**config.mk**
```make
export PLATFORM = sky130hd
export DESIGN_NAME = idStage
export DESIGN_NICKNAME = d
export VERILOG_FILES = /design/src/isaPkg.sv /design/src/decodePkg.sv /design/src/branchUnit.sv /design/src/gprFile.sv /design/src/hiLoRegs.sv /design/src/idStage.sv /design/src/instDecoder.sv
export SDC_FILE = /design/constraint.sdc
export NUM_CORES = 2
export LEC_CHECK = 0
export ABC_AREA = 1
export BUFFER_PORTS_ARGS = -buffer_cell sky130_fd_sc_hd__buf_2
export CAP_MARGIN = 10
export CORE_UTILIZATION = 30
export CTS_CLUSTER_DIAMETER = 120
export DETAILED_ROUTE_END_ITERATION = 12
export PLACE_DENSITY_LB_ADDON = 0.12
export SKIP_LAST_GASP = 1
export SYNTH_ARGS = -nofsm -noshare
export SYNTH_HDL_FRONTEND = slang
export SYNTH_SLANG_ARGS = --single-unit
```
**constraint.sdc**
```tcl
create_clock -name clk -period 3.95 [get_ports clk]
set_input_delay 0.5925 -clock clk [delete_from_list [all_inputs] [get_ports clk]]
set_output_delay 0.5925 -clock clk [all_outputs]
set_load 0.01 [all_outputs]
```
**src/isaPkg.sv**
```systemverilog
`default_nettype none

package isaPkg;

    localparam int WORD_W     = 32;
    localparam int REG_ADDR_W = 5;
    localparam int OPCODE_W   = 6;
    localparam int FUNCT_W    = 6;
    localparam int INST_IDX_W = 26;

    typedef logic [WORD_W-1:0]     word_t;
    typedef logic [REG_ADDR_W-1:0] regAddr_t;
    typedef logic [OPCODE_W-1:0]   opcode_t;
    typedef logic [FUNCT_W-1:0]    funct_t;
    typedef logic [INST_IDX_W-1:0] instIdx_t;

    // primary opcodes, bits 31..26
    localparam opcode_t OP_SPECIAL = 6'b000000;
    localparam opcode_t OP_REGIMM  = 6'b000001;
    localparam opcode_t OP_J       = 6'b000010;
    localparam opcode_t OP_JAL     = 6'b000011;
    localparam opcode_t OP_BEQ     = 6'b000100;
    localparam opcode_t OP_BNE     = 6'b000101;
    localparam opcode_t OP_BLEZ    = 6'b000110;
    localparam opcode_t OP_BGTZ    = 6'b000111;
    localparam opcode_t OP_ADDI    = 6'b001000;
    localparam opcode_t OP_ADDIU   = 6'b001001;
    localparam opcode_t OP_SLTI    = 6'b001010;
    localparam opcode_t OP_SLTIU   = 6'b001011;
    localparam opcode_t OP_ANDI    = 6'b001100;
    localparam opcode_t OP_ORI     = 6'b001101;
    localparam opcode_t OP_XORI    = 6'b001110;
    localparam opcode_t OP_LUI     = 6'b001111;
    localparam opcode_t OP_LW      = 6'b100011;
    localparam opcode_t OP_SW      = 6'b101011;

    // SPECIAL function codes, bits 5..0
    localparam funct_t FN_SLL   = 6'b000000;
    localparam funct_t FN_SRL   = 6'b000010;
    localparam funct_t FN_SRA   = 6'b000011;
    localparam funct_t FN_SLLV  = 6'b000100;
    localparam funct_t FN_SRLV  = 6'b000110;
    localparam funct_t FN_SRAV  = 6'b000111;
    localparam funct_t FN_JR    = 6'b001000;
    localparam funct_t FN_JALR  = 6'b001001;
    localparam funct_t FN_MFHI  = 6'b010000;
    localparam funct_t FN_MTHI  = 6'b010001;
    localparam funct_t FN_MFLO  = 6'b010010;
    localparam funct_t FN_MTLO  = 6'b010011;
    localparam funct_t FN_MULT  = 6'b011000;
    localparam funct_t FN_MULTU = 6'b011001;
    localparam funct_t FN_DIV   = 6'b011010;
    localparam funct_t FN_DIVU  = 6'b011011;
    localparam funct_t FN_ADD   = 6'b100000;
    localparam funct_t FN_ADDU  = 6'b100001;
    localparam funct_t FN_SUB   = 6'b100010;
    localparam funct_t FN_SUBU  = 6'b100011;
    localparam funct_t FN_AND   = 6'b100100;
    localparam funct_t FN_OR    = 6'b100101;
    localparam funct_t FN_XOR   = 6'b100110;
    localparam funct_t FN_NOR   = 6'b100111;
    localparam funct_t FN_SLT   = 6'b101010;
    localparam funct_t FN_SLTU  = 6'b101011;

    // REGIMM codes live in the rt field
    localparam regAddr_t RT_BLTZ   = 5'b00000;
    localparam regAddr_t RT_BGEZ   = 5'b00001;
    localparam regAddr_t RT_BLTZAL = 5'b10000;
    localparam regAddr_t RT_BGEZAL = 5'b10001;

    localparam regAddr_t LINK_REG = 5'd31; // return address of jal and the *al branches

endpackage

`default_nettype wire

```
**src/decodePkg.sv**
```systemverilog
`default_nettype none

package decodePkg;

    typedef logic [4:0] aluOp_t;
    typedef logic [2:0] brCond_t;
    typedef logic [1:0] fwdSel_t;
    typedef logic [1:0] hiLoSel_t; // bit 1 hi, bit 0 lo

    localparam aluOp_t ALU_ADDU = 5'd0;
    localparam aluOp_t ALU_LUI  = 5'd1;
    localparam aluOp_t ALU_SUBU = 5'd2;
    localparam aluOp_t ALU_SLT  = 5'd3;
    localparam aluOp_t ALU_SLTU = 5'd4;
    localparam aluOp_t ALU_AND  = 5'd5;
    localparam aluOp_t ALU_OR   = 5'd6;
    localparam aluOp_t ALU_XOR  = 5'd7;
    localparam aluOp_t ALU_NOR  = 5'd8;
    localparam aluOp_t ALU_SLL  = 5'd9;
    localparam aluOp_t ALU_SRL  = 5'd10;
    localparam aluOp_t ALU_SRA  = 5'd11;
    localparam aluOp_t ALU_ADD  = 5'd12; // trapping add, overflow handled downstream
    localparam aluOp_t ALU_SUB  = 5'd13;

    localparam brCond_t BR_NONE = 3'd0;
    localparam brCond_t BR_EQ   = 3'd1;
    localparam brCond_t BR_NE   = 3'd2;
    localparam brCond_t BR_GEZ  = 3'd3;
    localparam brCond_t BR_GTZ  = 3'd4;
    localparam brCond_t BR_LEZ  = 3'd5;
    localparam brCond_t BR_LTZ  = 3'd6;

    localparam fwdSel_t FWD_RF = 2'd0;
    localparam fwdSel_t FWD_ME = 2'd1;
    localparam fwdSel_t FWD_WB = 2'd2;

    localparam hiLoSel_t HL_LO   = 2'b01;
    localparam hiLoSel_t HL_HI   = 2'b10;
    localparam hiLoSel_t HL_BOTH = 2'b11;

    typedef struct packed {
        isaPkg::word_t pc;
        isaPkg::word_t nextPc;
        isaPkg::word_t ins;
    } ifBus_t;

    typedef struct packed {
        logic             valid;
        logic             regWrite;
        isaPkg::regAddr_t writeReg;
        isaPkg::word_t    finalData;
        logic             hiLoWrite;
        hiLoSel_t         hiLoSel;
        isaPkg::word_t    hiVal;
        isaPkg::word_t    loVal;
    } wbBus_t;

    typedef struct packed {
        aluOp_t   aluOp;
        logic     regWrite;
        logic     memWrite;
        logic     memToReg;
        logic     regDst;       // rd instead of rt
        logic     aluSrc1;      // rs, cleared means shamt
        logic     aluSrc2;      // rt, cleared means immediate
        logic     writeReg31;
        logic     writePcPlus8;
        logic     isBranch;
        brCond_t  brCond;
        logic     brDirect;     // taken without a condition
        logic     brReg;        // target from rs
        logic     jumpIdx;      // target from the 26 bit index
        logic     mul;
        logic     mulSigned;
        logic     div;
        logic     divSigned;
        logic     hiLoWrite;
        logic     hiLoRead;
        hiLoSel_t hiLoSel;
        logic     zeroExtImm;
    } ctrl_t;

endpackage

`default_nettype wire

```
**src/branchUnit.sv**
```systemverilog
`timescale 1ns/1ps
`default_nettype none

module branchUnit (
    input  decodePkg::ctrl_t ctrl,
    input  wire              valid,
    input  isaPkg::word_t    opA,
    input  isaPkg::word_t    opB,
    input  isaPkg::word_t    nextPc,
    input  isaPkg::word_t    signImm,
    input  isaPkg::instIdx_t jumpIdx,
    output logic             pcSrc,
    output isaPkg::word_t    pcBranch
);

    import isaPkg::*;
    import decodePkg::*;

    logic  isEq;
    logic  isZero;
    logic  isNeg;
    logic  condMet;
    logic  taken;
    word_t idxTarget;
    word_t relTarget;

    assign isEq   = (opA == opB);
    assign isZero = (opA == '0);
    assign isNeg  = opA[WORD_W-1];

    always_comb begin
        case (ctrl.brCond)
            BR_EQ:   condMet = isEq;
            BR_NE:   condMet = !isEq;
            BR_GEZ:  condMet = !isNeg;
            BR_GTZ:  condMet = !isNeg && !isZero;
            BR_LEZ:  condMet = isNeg || isZero;
            BR_LTZ:  condMet = isNeg;
            default: condMet = 1'b0;
        endcase
    end

    assign taken = ctrl.brDirect || condMet;

    // region of the delay slot, not of the branch
    assign idxTarget = {nextPc[WORD_W-1:WORD_W-4], jumpIdx, 2'b00};
    assign relTarget = nextPc + {signImm[WORD_W-3:0], 2'b00};

    assign pcBranch = ctrl.brReg   ? opA       :
                      ctrl.jumpIdx ? idxTarget : relTarget;

    assign pcSrc = valid && ctrl.isBranch && taken;

endmodule

`default_nettype wire

```
**src/gprFile.sv**
```systemverilog
`timescale 1ns/1ps
`default_nettype none

module gprFile (
    input  wire               clk,
    input  isaPkg::regAddr_t  raddr1,
    input  isaPkg::regAddr_t  raddr2,
    output isaPkg::word_t     rdata1,
    output isaPkg::word_t     rdata2,
    input  decodePkg::wbBus_t wb
);

    import isaPkg::*;

    localparam int NUM_REGS = 32;

    word_t regs [NUM_REGS];
    logic  wen;

    assign wen = wb.valid && wb.regWrite;

    always_ff @(posedge clk) begin
        if (wen) begin
            regs[wb.writeReg] <= wb.finalData;
        end
    end

    // $0 is hardwired, whatever was written there
    assign rdata1 = (raddr1 == '0) ? '0 : regs[raddr1];
    assign rdata2 = (raddr2 == '0) ? '0 : regs[raddr2];

endmodule

`default_nettype wire

```
**src/hiLoRegs.sv**
```systemverilog
`timescale 1ns/1ps
`default_nettype none

module hiLoRegs (
    input  wire                 clk,
    input  decodePkg::wbBus_t   wb,
    input  decodePkg::hiLoSel_t readSel,
    output isaPkg::word_t       readData
);

    import isaPkg::*;

    localparam int HI_BIT = 1;
    localparam int LO_BIT = 0;

    word_t hiReg;
    word_t loReg;
    word_t hiRead;
    word_t loRead;
    logic  hiWrite;
    logic  loWrite;

    assign hiWrite = wb.valid && wb.hiLoWrite && wb.hiLoSel[HI_BIT];
    assign loWrite = wb.valid && wb.hiLoWrite && wb.hiLoSel[LO_BIT];

    always_ff @(posedge clk) begin
        if (hiWrite) begin
            hiReg <= wb.hiVal;
        end
        if (loWrite) begin
            loReg <= wb.loVal;
        end
    end

    // same cycle bypass from writeback
    assign hiRead = hiWrite ? wb.hiVal : hiReg;
    assign loRead = loWrite ? wb.loVal : loReg;

    assign readData = readSel[HI_BIT] ? hiRead :
                      readSel[LO_BIT] ? loRead : '0;

endmodule

`default_nettype wire

```
**src/idStage.sv**
```systemverilog
`timescale 1ns/1ps
`default_nettype none

module idStage (
    input  wire                clk,
    input  wire                resetn,
    input  decodePkg::ifBus_t  ifBus,
    input  wire                ifValid,
    input  wire                stall,
    input  wire                exAllowin,
    input  isaPkg::word_t      meData,
    input  decodePkg::wbBus_t  wb,
    input  decodePkg::fwdSel_t fwdA,
    input  decodePkg::fwdSel_t fwdB,
    output logic               idValid,
    output logic               idAllowin,
    output logic               idToExValid,
    output isaPkg::word_t      idPc,
    output isaPkg::word_t      idNextPc,
    output isaPkg::regAddr_t   rs,
    output isaPkg::regAddr_t   rt,
    output isaPkg::regAddr_t   rd,
    output isaPkg::word_t      extImm,
    output isaPkg::word_t      shamtImm,
    output decodePkg::ctrl_t   ctrl,
    output isaPkg::word_t      rdata1,
    output isaPkg::word_t      rdata2,
    output isaPkg::word_t      hiLoData,
    output logic               pcSrc,
    output isaPkg::word_t      pcBranch
);

    import isaPkg::*;
    import decodePkg::*;

    ifBus_t   held;     // stage register payload
    logic     readyGo;
    word_t    rfData1;
    word_t    rfData2;
    word_t    signImm;
    instIdx_t insIdx;

    function automatic word_t fwdMux(input fwdSel_t sel, input word_t rfVal,
                                     input word_t meVal, input word_t wbVal);
        if (sel == FWD_ME) begin
            return meVal;
        end else if (sel == FWD_WB) begin
            return wbVal;
        end
        return rfVal;
    endfunction

    assign readyGo     = !stall;
    assign idAllowin   = !idValid || (readyGo && exAllowin);
    assign idToExValid = idValid && readyGo;

    always_ff @(posedge clk) begin
        if (!resetn) begin
            idValid <= 1'b0;
        end else if (idAllowin) begin
            idValid <= ifValid;
        end
    end

    always_ff @(posedge clk) begin
        if (ifValid && idAllowin) begin
            held <= ifBus;
        end
    end

    assign idPc     = held.pc;
    assign idNextPc = held.nextPc;
    assign rs       = held.ins[25:21];
    assign rt       = held.ins[20:16];
    assign rd       = held.ins[15:11];
    assign insIdx   = held.ins[25:0];

    instDecoder decoder_i (
        .ins      (held.ins),
        .ctrl     (ctrl),
        .signImm  (signImm),
        .extImm   (extImm),
        .shamtImm (shamtImm)
    );

    gprFile gpr_i (
        .clk    (clk),
        .raddr1 (rs),
        .raddr2 (rt),
        .rdata1 (rfData1),
        .rdata2 (rfData2),
        .wb     (wb)
    );

    // memory stage wins over writeback
    assign rdata1 = fwdMux(fwdA, rfData1, meData, wb.finalData);
    assign rdata2 = fwdMux(fwdB, rfData2, meData, wb.finalData);

    hiLoRegs hiLo_i (
        .clk      (clk),
        .wb       (wb),
        .readSel  (ctrl.hiLoSel),
        .readData (hiLoData)
    );

    branchUnit branch_i (
        .ctrl     (ctrl),
        .valid    (idValid),
        .opA      (rdata1),
        .opB      (rdata2),
        .nextPc   (held.nextPc),
        .signImm  (signImm),
        .jumpIdx  (insIdx),
        .pcSrc    (pcSrc),
        .pcBranch (pcBranch)
    );

endmodule

`default_nettype wire

```
**src/instDecoder.sv**
```systemverilog
`timescale 1ns/1ps
`default_nettype none

module instDecoder (
    input  isaPkg::word_t    ins,
    output decodePkg::ctrl_t ctrl,
    output isaPkg::word_t    signImm,
    output isaPkg::word_t    extImm,
    output isaPkg::word_t    shamtImm
);

    import isaPkg::*;
    import decodePkg::*;

    opcode_t  op;
    funct_t   fn;
    regAddr_t rtField;
    logic     isSpecial;

    assign op        = ins[31:26];
    assign fn        = ins[5:0];
    assign rtField   = ins[20:16];
    assign isSpecial = (op == OP_SPECIAL);

    always_comb begin
        ctrl          = '0;
        ctrl.aluOp    = ALU_ADDU; // also the address add of lw/sw
        ctrl.regWrite = 1'b1;
        ctrl.aluSrc1  = 1'b1;
        ctrl.regDst   = isSpecial;
        ctrl.aluSrc2  = isSpecial;
        ctrl.brCond   = BR_NONE;

        case (op)
            OP_SPECIAL: begin
                case (fn)
                    FN_ADDU: ctrl.aluOp = ALU_ADDU;
                    FN_ADD:  ctrl.aluOp = ALU_ADD;
                    FN_SUBU: ctrl.aluOp = ALU_SUBU;
                    FN_SUB:  ctrl.aluOp = ALU_SUB;
                    FN_SLT:  ctrl.aluOp = ALU_SLT;
                    FN_SLTU: ctrl.aluOp = ALU_SLTU;
                    FN_AND:  ctrl.aluOp = ALU_AND;
                    FN_OR:   ctrl.aluOp = ALU_OR;
                    FN_XOR:  ctrl.aluOp = ALU_XOR;
                    FN_NOR:  ctrl.aluOp = ALU_NOR;
                    FN_SLLV: ctrl.aluOp = ALU_SLL;
                    FN_SRLV: ctrl.aluOp = ALU_SRL;
                    FN_SRAV: ctrl.aluOp = ALU_SRA;
                    FN_SLL, FN_SRL, FN_SRA: begin
                        // shift amount from the shamt field
                        ctrl.aluSrc1 = 1'b0;
                        ctrl.aluOp   = (fn == FN_SLL) ? ALU_SLL :
                                       (fn == FN_SRL) ? ALU_SRL : ALU_SRA;
                    end
                    FN_JR, FN_JALR: begin
                        ctrl.isBranch     = 1'b1;
                        ctrl.brDirect     = 1'b1;
                        ctrl.brReg        = 1'b1;
                        ctrl.regWrite     = (fn == FN_JALR);
                        ctrl.writePcPlus8 = (fn == FN_JALR); // link goes to rd
                    end
                    FN_MULT, FN_MULTU: begin
                        ctrl.mul       = 1'b1;
                        ctrl.mulSigned = (fn == FN_MULT);
                        ctrl.hiLoWrite = 1'b1;
                        ctrl.hiLoSel   = HL_BOTH;
                        ctrl.regWrite  = 1'b0;
                    end
                    FN_DIV, FN_DIVU: begin
                        ctrl.div       = 1'b1;
                        ctrl.divSigned = (fn == FN_DIV);
                        ctrl.hiLoWrite = 1'b1;
                        ctrl.hiLoSel   = HL_BOTH;
                        ctrl.regWrite  = 1'b0;
                    end
                    FN_MFHI, FN_MFLO: begin
                        ctrl.hiLoRead = 1'b1;
                        ctrl.hiLoSel  = (fn == FN_MFHI) ? HL_HI : HL_LO;
                    end
                    FN_MTHI, FN_MTLO: begin
                        ctrl.hiLoWrite = 1'b1;
                        ctrl.hiLoSel   = (fn == FN_MTHI) ? HL_HI : HL_LO;
                        ctrl.regWrite  = 1'b0;
                    end
                    default: ;
                endcase
            end
            OP_REGIMM: begin
                ctrl.isBranch     = 1'b1;
                ctrl.brCond       = rtField[0] ? BR_GEZ : BR_LTZ; // rt bit 0 picks gez
                ctrl.writeReg31   = (rtField == RT_BLTZAL) || (rtField == RT_BGEZAL);
                ctrl.writePcPlus8 = ctrl.writeReg31;
                ctrl.regWrite     = ctrl.writeReg31;
                if (rtField != RT_BLTZ && rtField != RT_BGEZ && !ctrl.writeReg31) begin
                    ctrl.isBranch = 1'b0;
                    ctrl.brCond   = BR_NONE;
                end
            end
            OP_J, OP_JAL: begin
                ctrl.isBranch     = 1'b1;
                ctrl.brDirect     = 1'b1;
                ctrl.jumpIdx      = 1'b1;
                ctrl.writeReg31   = (op == OP_JAL);
                ctrl.writePcPlus8 = (op == OP_JAL);
                ctrl.regWrite     = (op == OP_JAL);
            end
            OP_BEQ, OP_BNE, OP_BLEZ, OP_BGTZ: begin
                ctrl.isBranch = 1'b1;
                ctrl.regWrite = 1'b0;
                ctrl.brCond   = (op == OP_BEQ)  ? BR_EQ  :
                                (op == OP_BNE)  ? BR_NE  :
                                (op == OP_BLEZ) ? BR_LEZ : BR_GTZ;
            end
            OP_ADDI:  ctrl.aluOp = ALU_ADD;
            OP_ADDIU: ctrl.aluOp = ALU_ADDU;
            OP_SLTI:  ctrl.aluOp = ALU_SLT;
            OP_SLTIU: ctrl.aluOp = ALU_SLTU;
            OP_LUI:   ctrl.aluOp = ALU_LUI;
            OP_ANDI, OP_ORI, OP_XORI: begin
                ctrl.zeroExtImm = 1'b1;
                ctrl.aluOp      = (op == OP_ANDI) ? ALU_AND :
                                  (op == OP_ORI)  ? ALU_OR  : ALU_XOR;
            end
            OP_LW: ctrl.memToReg = 1'b1;
            OP_SW: begin
                ctrl.memWrite = 1'b1;
                ctrl.regWrite = 1'b0;
            end
            default: ;
        endcase
    end

    assign signImm  = {{16{ins[15]}}, ins[15:0]};
    assign extImm   = ctrl.zeroExtImm ? {16'b0, ins[15:0]} : signImm;
    assign shamtImm = {27'b0, ins[10:6]};

endmodule

`default_nettype wire

```
==> flow_summary_export.csv <==
group,metric,value,unit
global_route,gr-total-overflow,0,
floorplan,start_util,0.302,
floorplan,die_w,459,microns
power_and_ir_drop,p_switching,11.4,mW
final_layout,layout_commonest_cell,"nand2_1",
clocking,cts_root_buf,"clkbuf_16",
power_and_ir_drop,ir_worst_vdd,0.000481,V
floorplan,core,207000,sq um
status,violations,"negative setup slack",
run,maxCapViolCount,0,
power_and_ir_drop,seqPwrFrac,0.396,
global_route,antenna_found_initial,19,
final_layout,nets,8334,
status,status,"finished, violations left",
routing,drc,0,
floorplan,dieArea,210000,sq um
placement,placed_cell_area,71400,sq um
yosys,avgSynthCellArea,8.62,sq um
setup_path,required,3.36,ns
final_layout,final_area,81500,sq um
setup_path,cp_max_fo,15,
global_route,grt_use_met2,0.443,
yosys,syn_area,62600,sq um
timing,hold_violations,0,
routing,via_count,59400,
timing,min_period_over_period,1.12,
setup_path,arrival,3.85,ns
placement,dp_cells,10400,
routing,dr.pass1.iters,8,
global_route,grtUsageMet3,0.0496,
yosys,async_reset_ff_frac,0,
yosys,yosysWarnings,0,
timing,fin_tns_setup,-1.11,ns
placement,dp_hpwl,186,mm
power_and_ir_drop,leakage,33.1,nW
placement,port_buffers,518,
global_route,grt_first_pass_wirelength,429,mm
setup_path,path_class,"reg -> out",
floorplan,ioPinCount,547,
timing,relSlewSlack,0.333,
yosys,postSynthCellCount,7258,
timing,fin_ws,-0.491,ns
setup_path,crit_path_end_kind,"primary output",
routing,routedWlPerCell,28.3,microns
timing,rsz0062_at_grt,"true",
final_layout,drive_gt1_frac,0.201,
clocking,h-tree-depth,4,
setup_path,rrSetupSlack,2.03,ns
timing,setup_viol,8,
clocking,clk_latency,0.80,ns
yosys,ys_seq_elements,1195,
timing,finalClockSkew,0.00723,ns
final_layout,layout.cells.non_filler,11000,
power_and_ir_drop,p_int,24.6,mW
global_route,busiest_layer,"met2",
final_layout,final_cell_mix,"nand2_1 (2237), nand3_1 (1302), edfxtp_1 (1120)",
clocking,cts.clk_slew.worst_paths,0.06,ns
global_route,grt_use_met1,0.392,
power_and_ir_drop,combPwrFrac,0.245,
yosys,synth_edf_count,1120,
worst_hold_path,hold_path.class,"in -> reg",
placement,gp_congestion,0.905,
timing,fmax,225,MHz
clocking,clockBufferDepth,3,
clocking,clkSinkCount,1195,
yosys,ys_seq_area_frac,0.561,
timing,tightest_slew,0.998,ns
final_layout,final_util,0.393,
routing,via_per_inst,5.42,
global_route,grt_max_degree,67,
clocking,numCtsBuffers,142,
final_layout,area_growth_syn_to_layout,30.2,%
floorplan,die_height,459,microns
timing,final.min_clock_period,4.44,ns
routing,wirelength,311,mm
floorplan,num_rows,167,
power_and_ir_drop,clockPowerShare,0.359,
global_route,grt_pass1_vias,55600,
yosys,synth_cell_type_count,48,
yosys,ys_dominant_reg_cell,"edfxtp_1",
power_and_ir_drop,switching_share,0.316,
placement,place_worst_setup_slack,-0.922,ns
routing,first_iter_violations,7105,
routing,postRouteAntennaNets,0,
setup_path,start_kind,"register",
global_route,track_usage,0.287,
clocking,cts_tree,"done",
timing,finalMaxSlewViolations,0,
power_and_ir_drop,p_per_area,442,nW/um^2
==> area by class of cell <==
type,count,area (sq um)
fillers,20600,126000
flip-flops and latches,1195,35200
multi-input cells,5220,25300
repair buffers,1198,11900
clock buffers,178,3710
well taps,2788,3490
inverters,299,1220
clock inverters,76,673
repair inverters,3,41.3
diodes,10,25.0
==> through the flow <==
step	power, mW	hold WS [ns]
6_report	36.0	0.0386
5_1_grt	37.1	0.0126
4_1_cts	35.9	0.0000794
3_5_place_dp	21.9	0.458
3_3_place_gp	21.9	0.455
2_1_floorplan	18.2	0.450
==> worst max-delay path, stage by stage, from the launching register on <==
cell and delay, ns:
dfxtp_4 0.36, buf_12 0.15, buf_12 0.16, bufbuf_16 0.29, nand2_1 0.07, o211ai_1 0.07
nand3_1 0.11, nand3_1 0.14, nand3_4 0.18, nand3_1 0.10, buf_4 0.14, nand2_1 0.08
nand2_1 0.06, nand2_1 0.06, nand2_1 0.12, nor2_2 0.15, nand2_4 0.11, nor2_4 0.13
nand3_1 0.08, nand2_1 0.08, nand3_2 0.11, nand2_2 0.10, inv_1 0.04, buf_2 0.13
==> power by group through the flow <==
stage / registers, mW / logic [mW] / clock network, mW
final: 14.3 / 8.82 / 12.9
after global routing: 14.3 / 9.29 / 13.5
after CTS: 14.3 / 8.54 / 13.1
after detailed placement: 14.5 / 7.33 / 0
after global placement: 14.5 / 7.34 / 0
after floorplan: 14.5 / 3.73 / 0
==> flip-flops by register name, indices dropped and copies added, names as in the netlist, named ones only <==
name          cells
idValid           1
gpr_i.regs     1024
hiLo_i.hiReg     32
idPc             32
held             17
rt                5
rs                5
idNextPc         32
rd                5
hiLo_i.loReg     32
==> cell usage after synthesis (4+ instances only) <==
cell type | instances | area, sq um
nor2_1 | 592 | 2220
nand4_1 | 28 | 175
or2_2 | 6 | 37.5
nand3_1 | 1415 | 7080
a21oi_1 | 150 | 751
buf_1 | 77 | 289
buf_4 | 90 | 676
buf_2 | 188 | 941
ha_1 | 31 | 388
mux2_2 | 64 | 721
a31oi_1 | 17 | 106
o31ai_1 | 4 | 30.0
o211ai_1 | 90 | 676
dfxtp_1 | 75 | 1500
buf_6 | 12 | 135
clkbuf_1 | 203 | 762
nand2_1 | 2294 | 8610
edfxtp_1 | 1120 | 33600
a21o_1 | 6 | 45.0
inv_1 | 287 | 1080
nor3_1 | 20 | 100
o21ai_1 | 11 | 55.1
xnor2_1 | 15 | 131
clkinv_1 | 4 | 15.0
inv_2 | 7 | 26.3
o21ai_0 | 406 | 2030
xor2_1 | 8 | 70.1
==> worst paths after layout <==
kind / startpoint / cells after the start / end
worst max register to register: idValid$_SDFFE_PN0N_ / 5 / register
worst min register to register: hiLo_i.loReg[0]$_DFF_P_ / 1 / hiLo_i.loReg[0]$_DFF_P_
worst max-delay path: register / 23 / pcSrc
worst min-delay path: wb[45] / 2 / hiLo_i.hiReg[13]$_DFF_P_
==> logic make-up after synthesis <==
group / after synthesis / share of synthesized area
AO/OA/AOI/OAI: 704 / 0.0615
XOR/XNOR: 23 / 0.00322
multiplexers: 64 / 0.0115
buffers and inverters: 870 / 0.0630
adder cells (fa/ha/maj): 32 / 0.00652
flip-flops: 1195 / 0.561
AND/OR/NAND/NOR: 4369 / 0.293
other: 1 / 0.0000599
==> repair_timing <==
action	in CTS	in global routing
endpoints found under the setup margin	82	46
gates cloned	51	7
hold buffers	126	0
buffers inserted	74	16
resized for setup	379	132
pin swaps	86	88
endpoints found under the hold margin	129	0
==> layer usage <==
layer / up-vias / share of wire / routed length, microns
met5: - / 0.00015 / 46
met4: 8 / 0.050 / 15400
met3: 632 / 0.084 / 26000
met2: 3033 / 0.45 / 139000
met1: 29400 / 0.42 / 131000
li1: 26300 / - / -
Power figures use the tool's default switching activity.
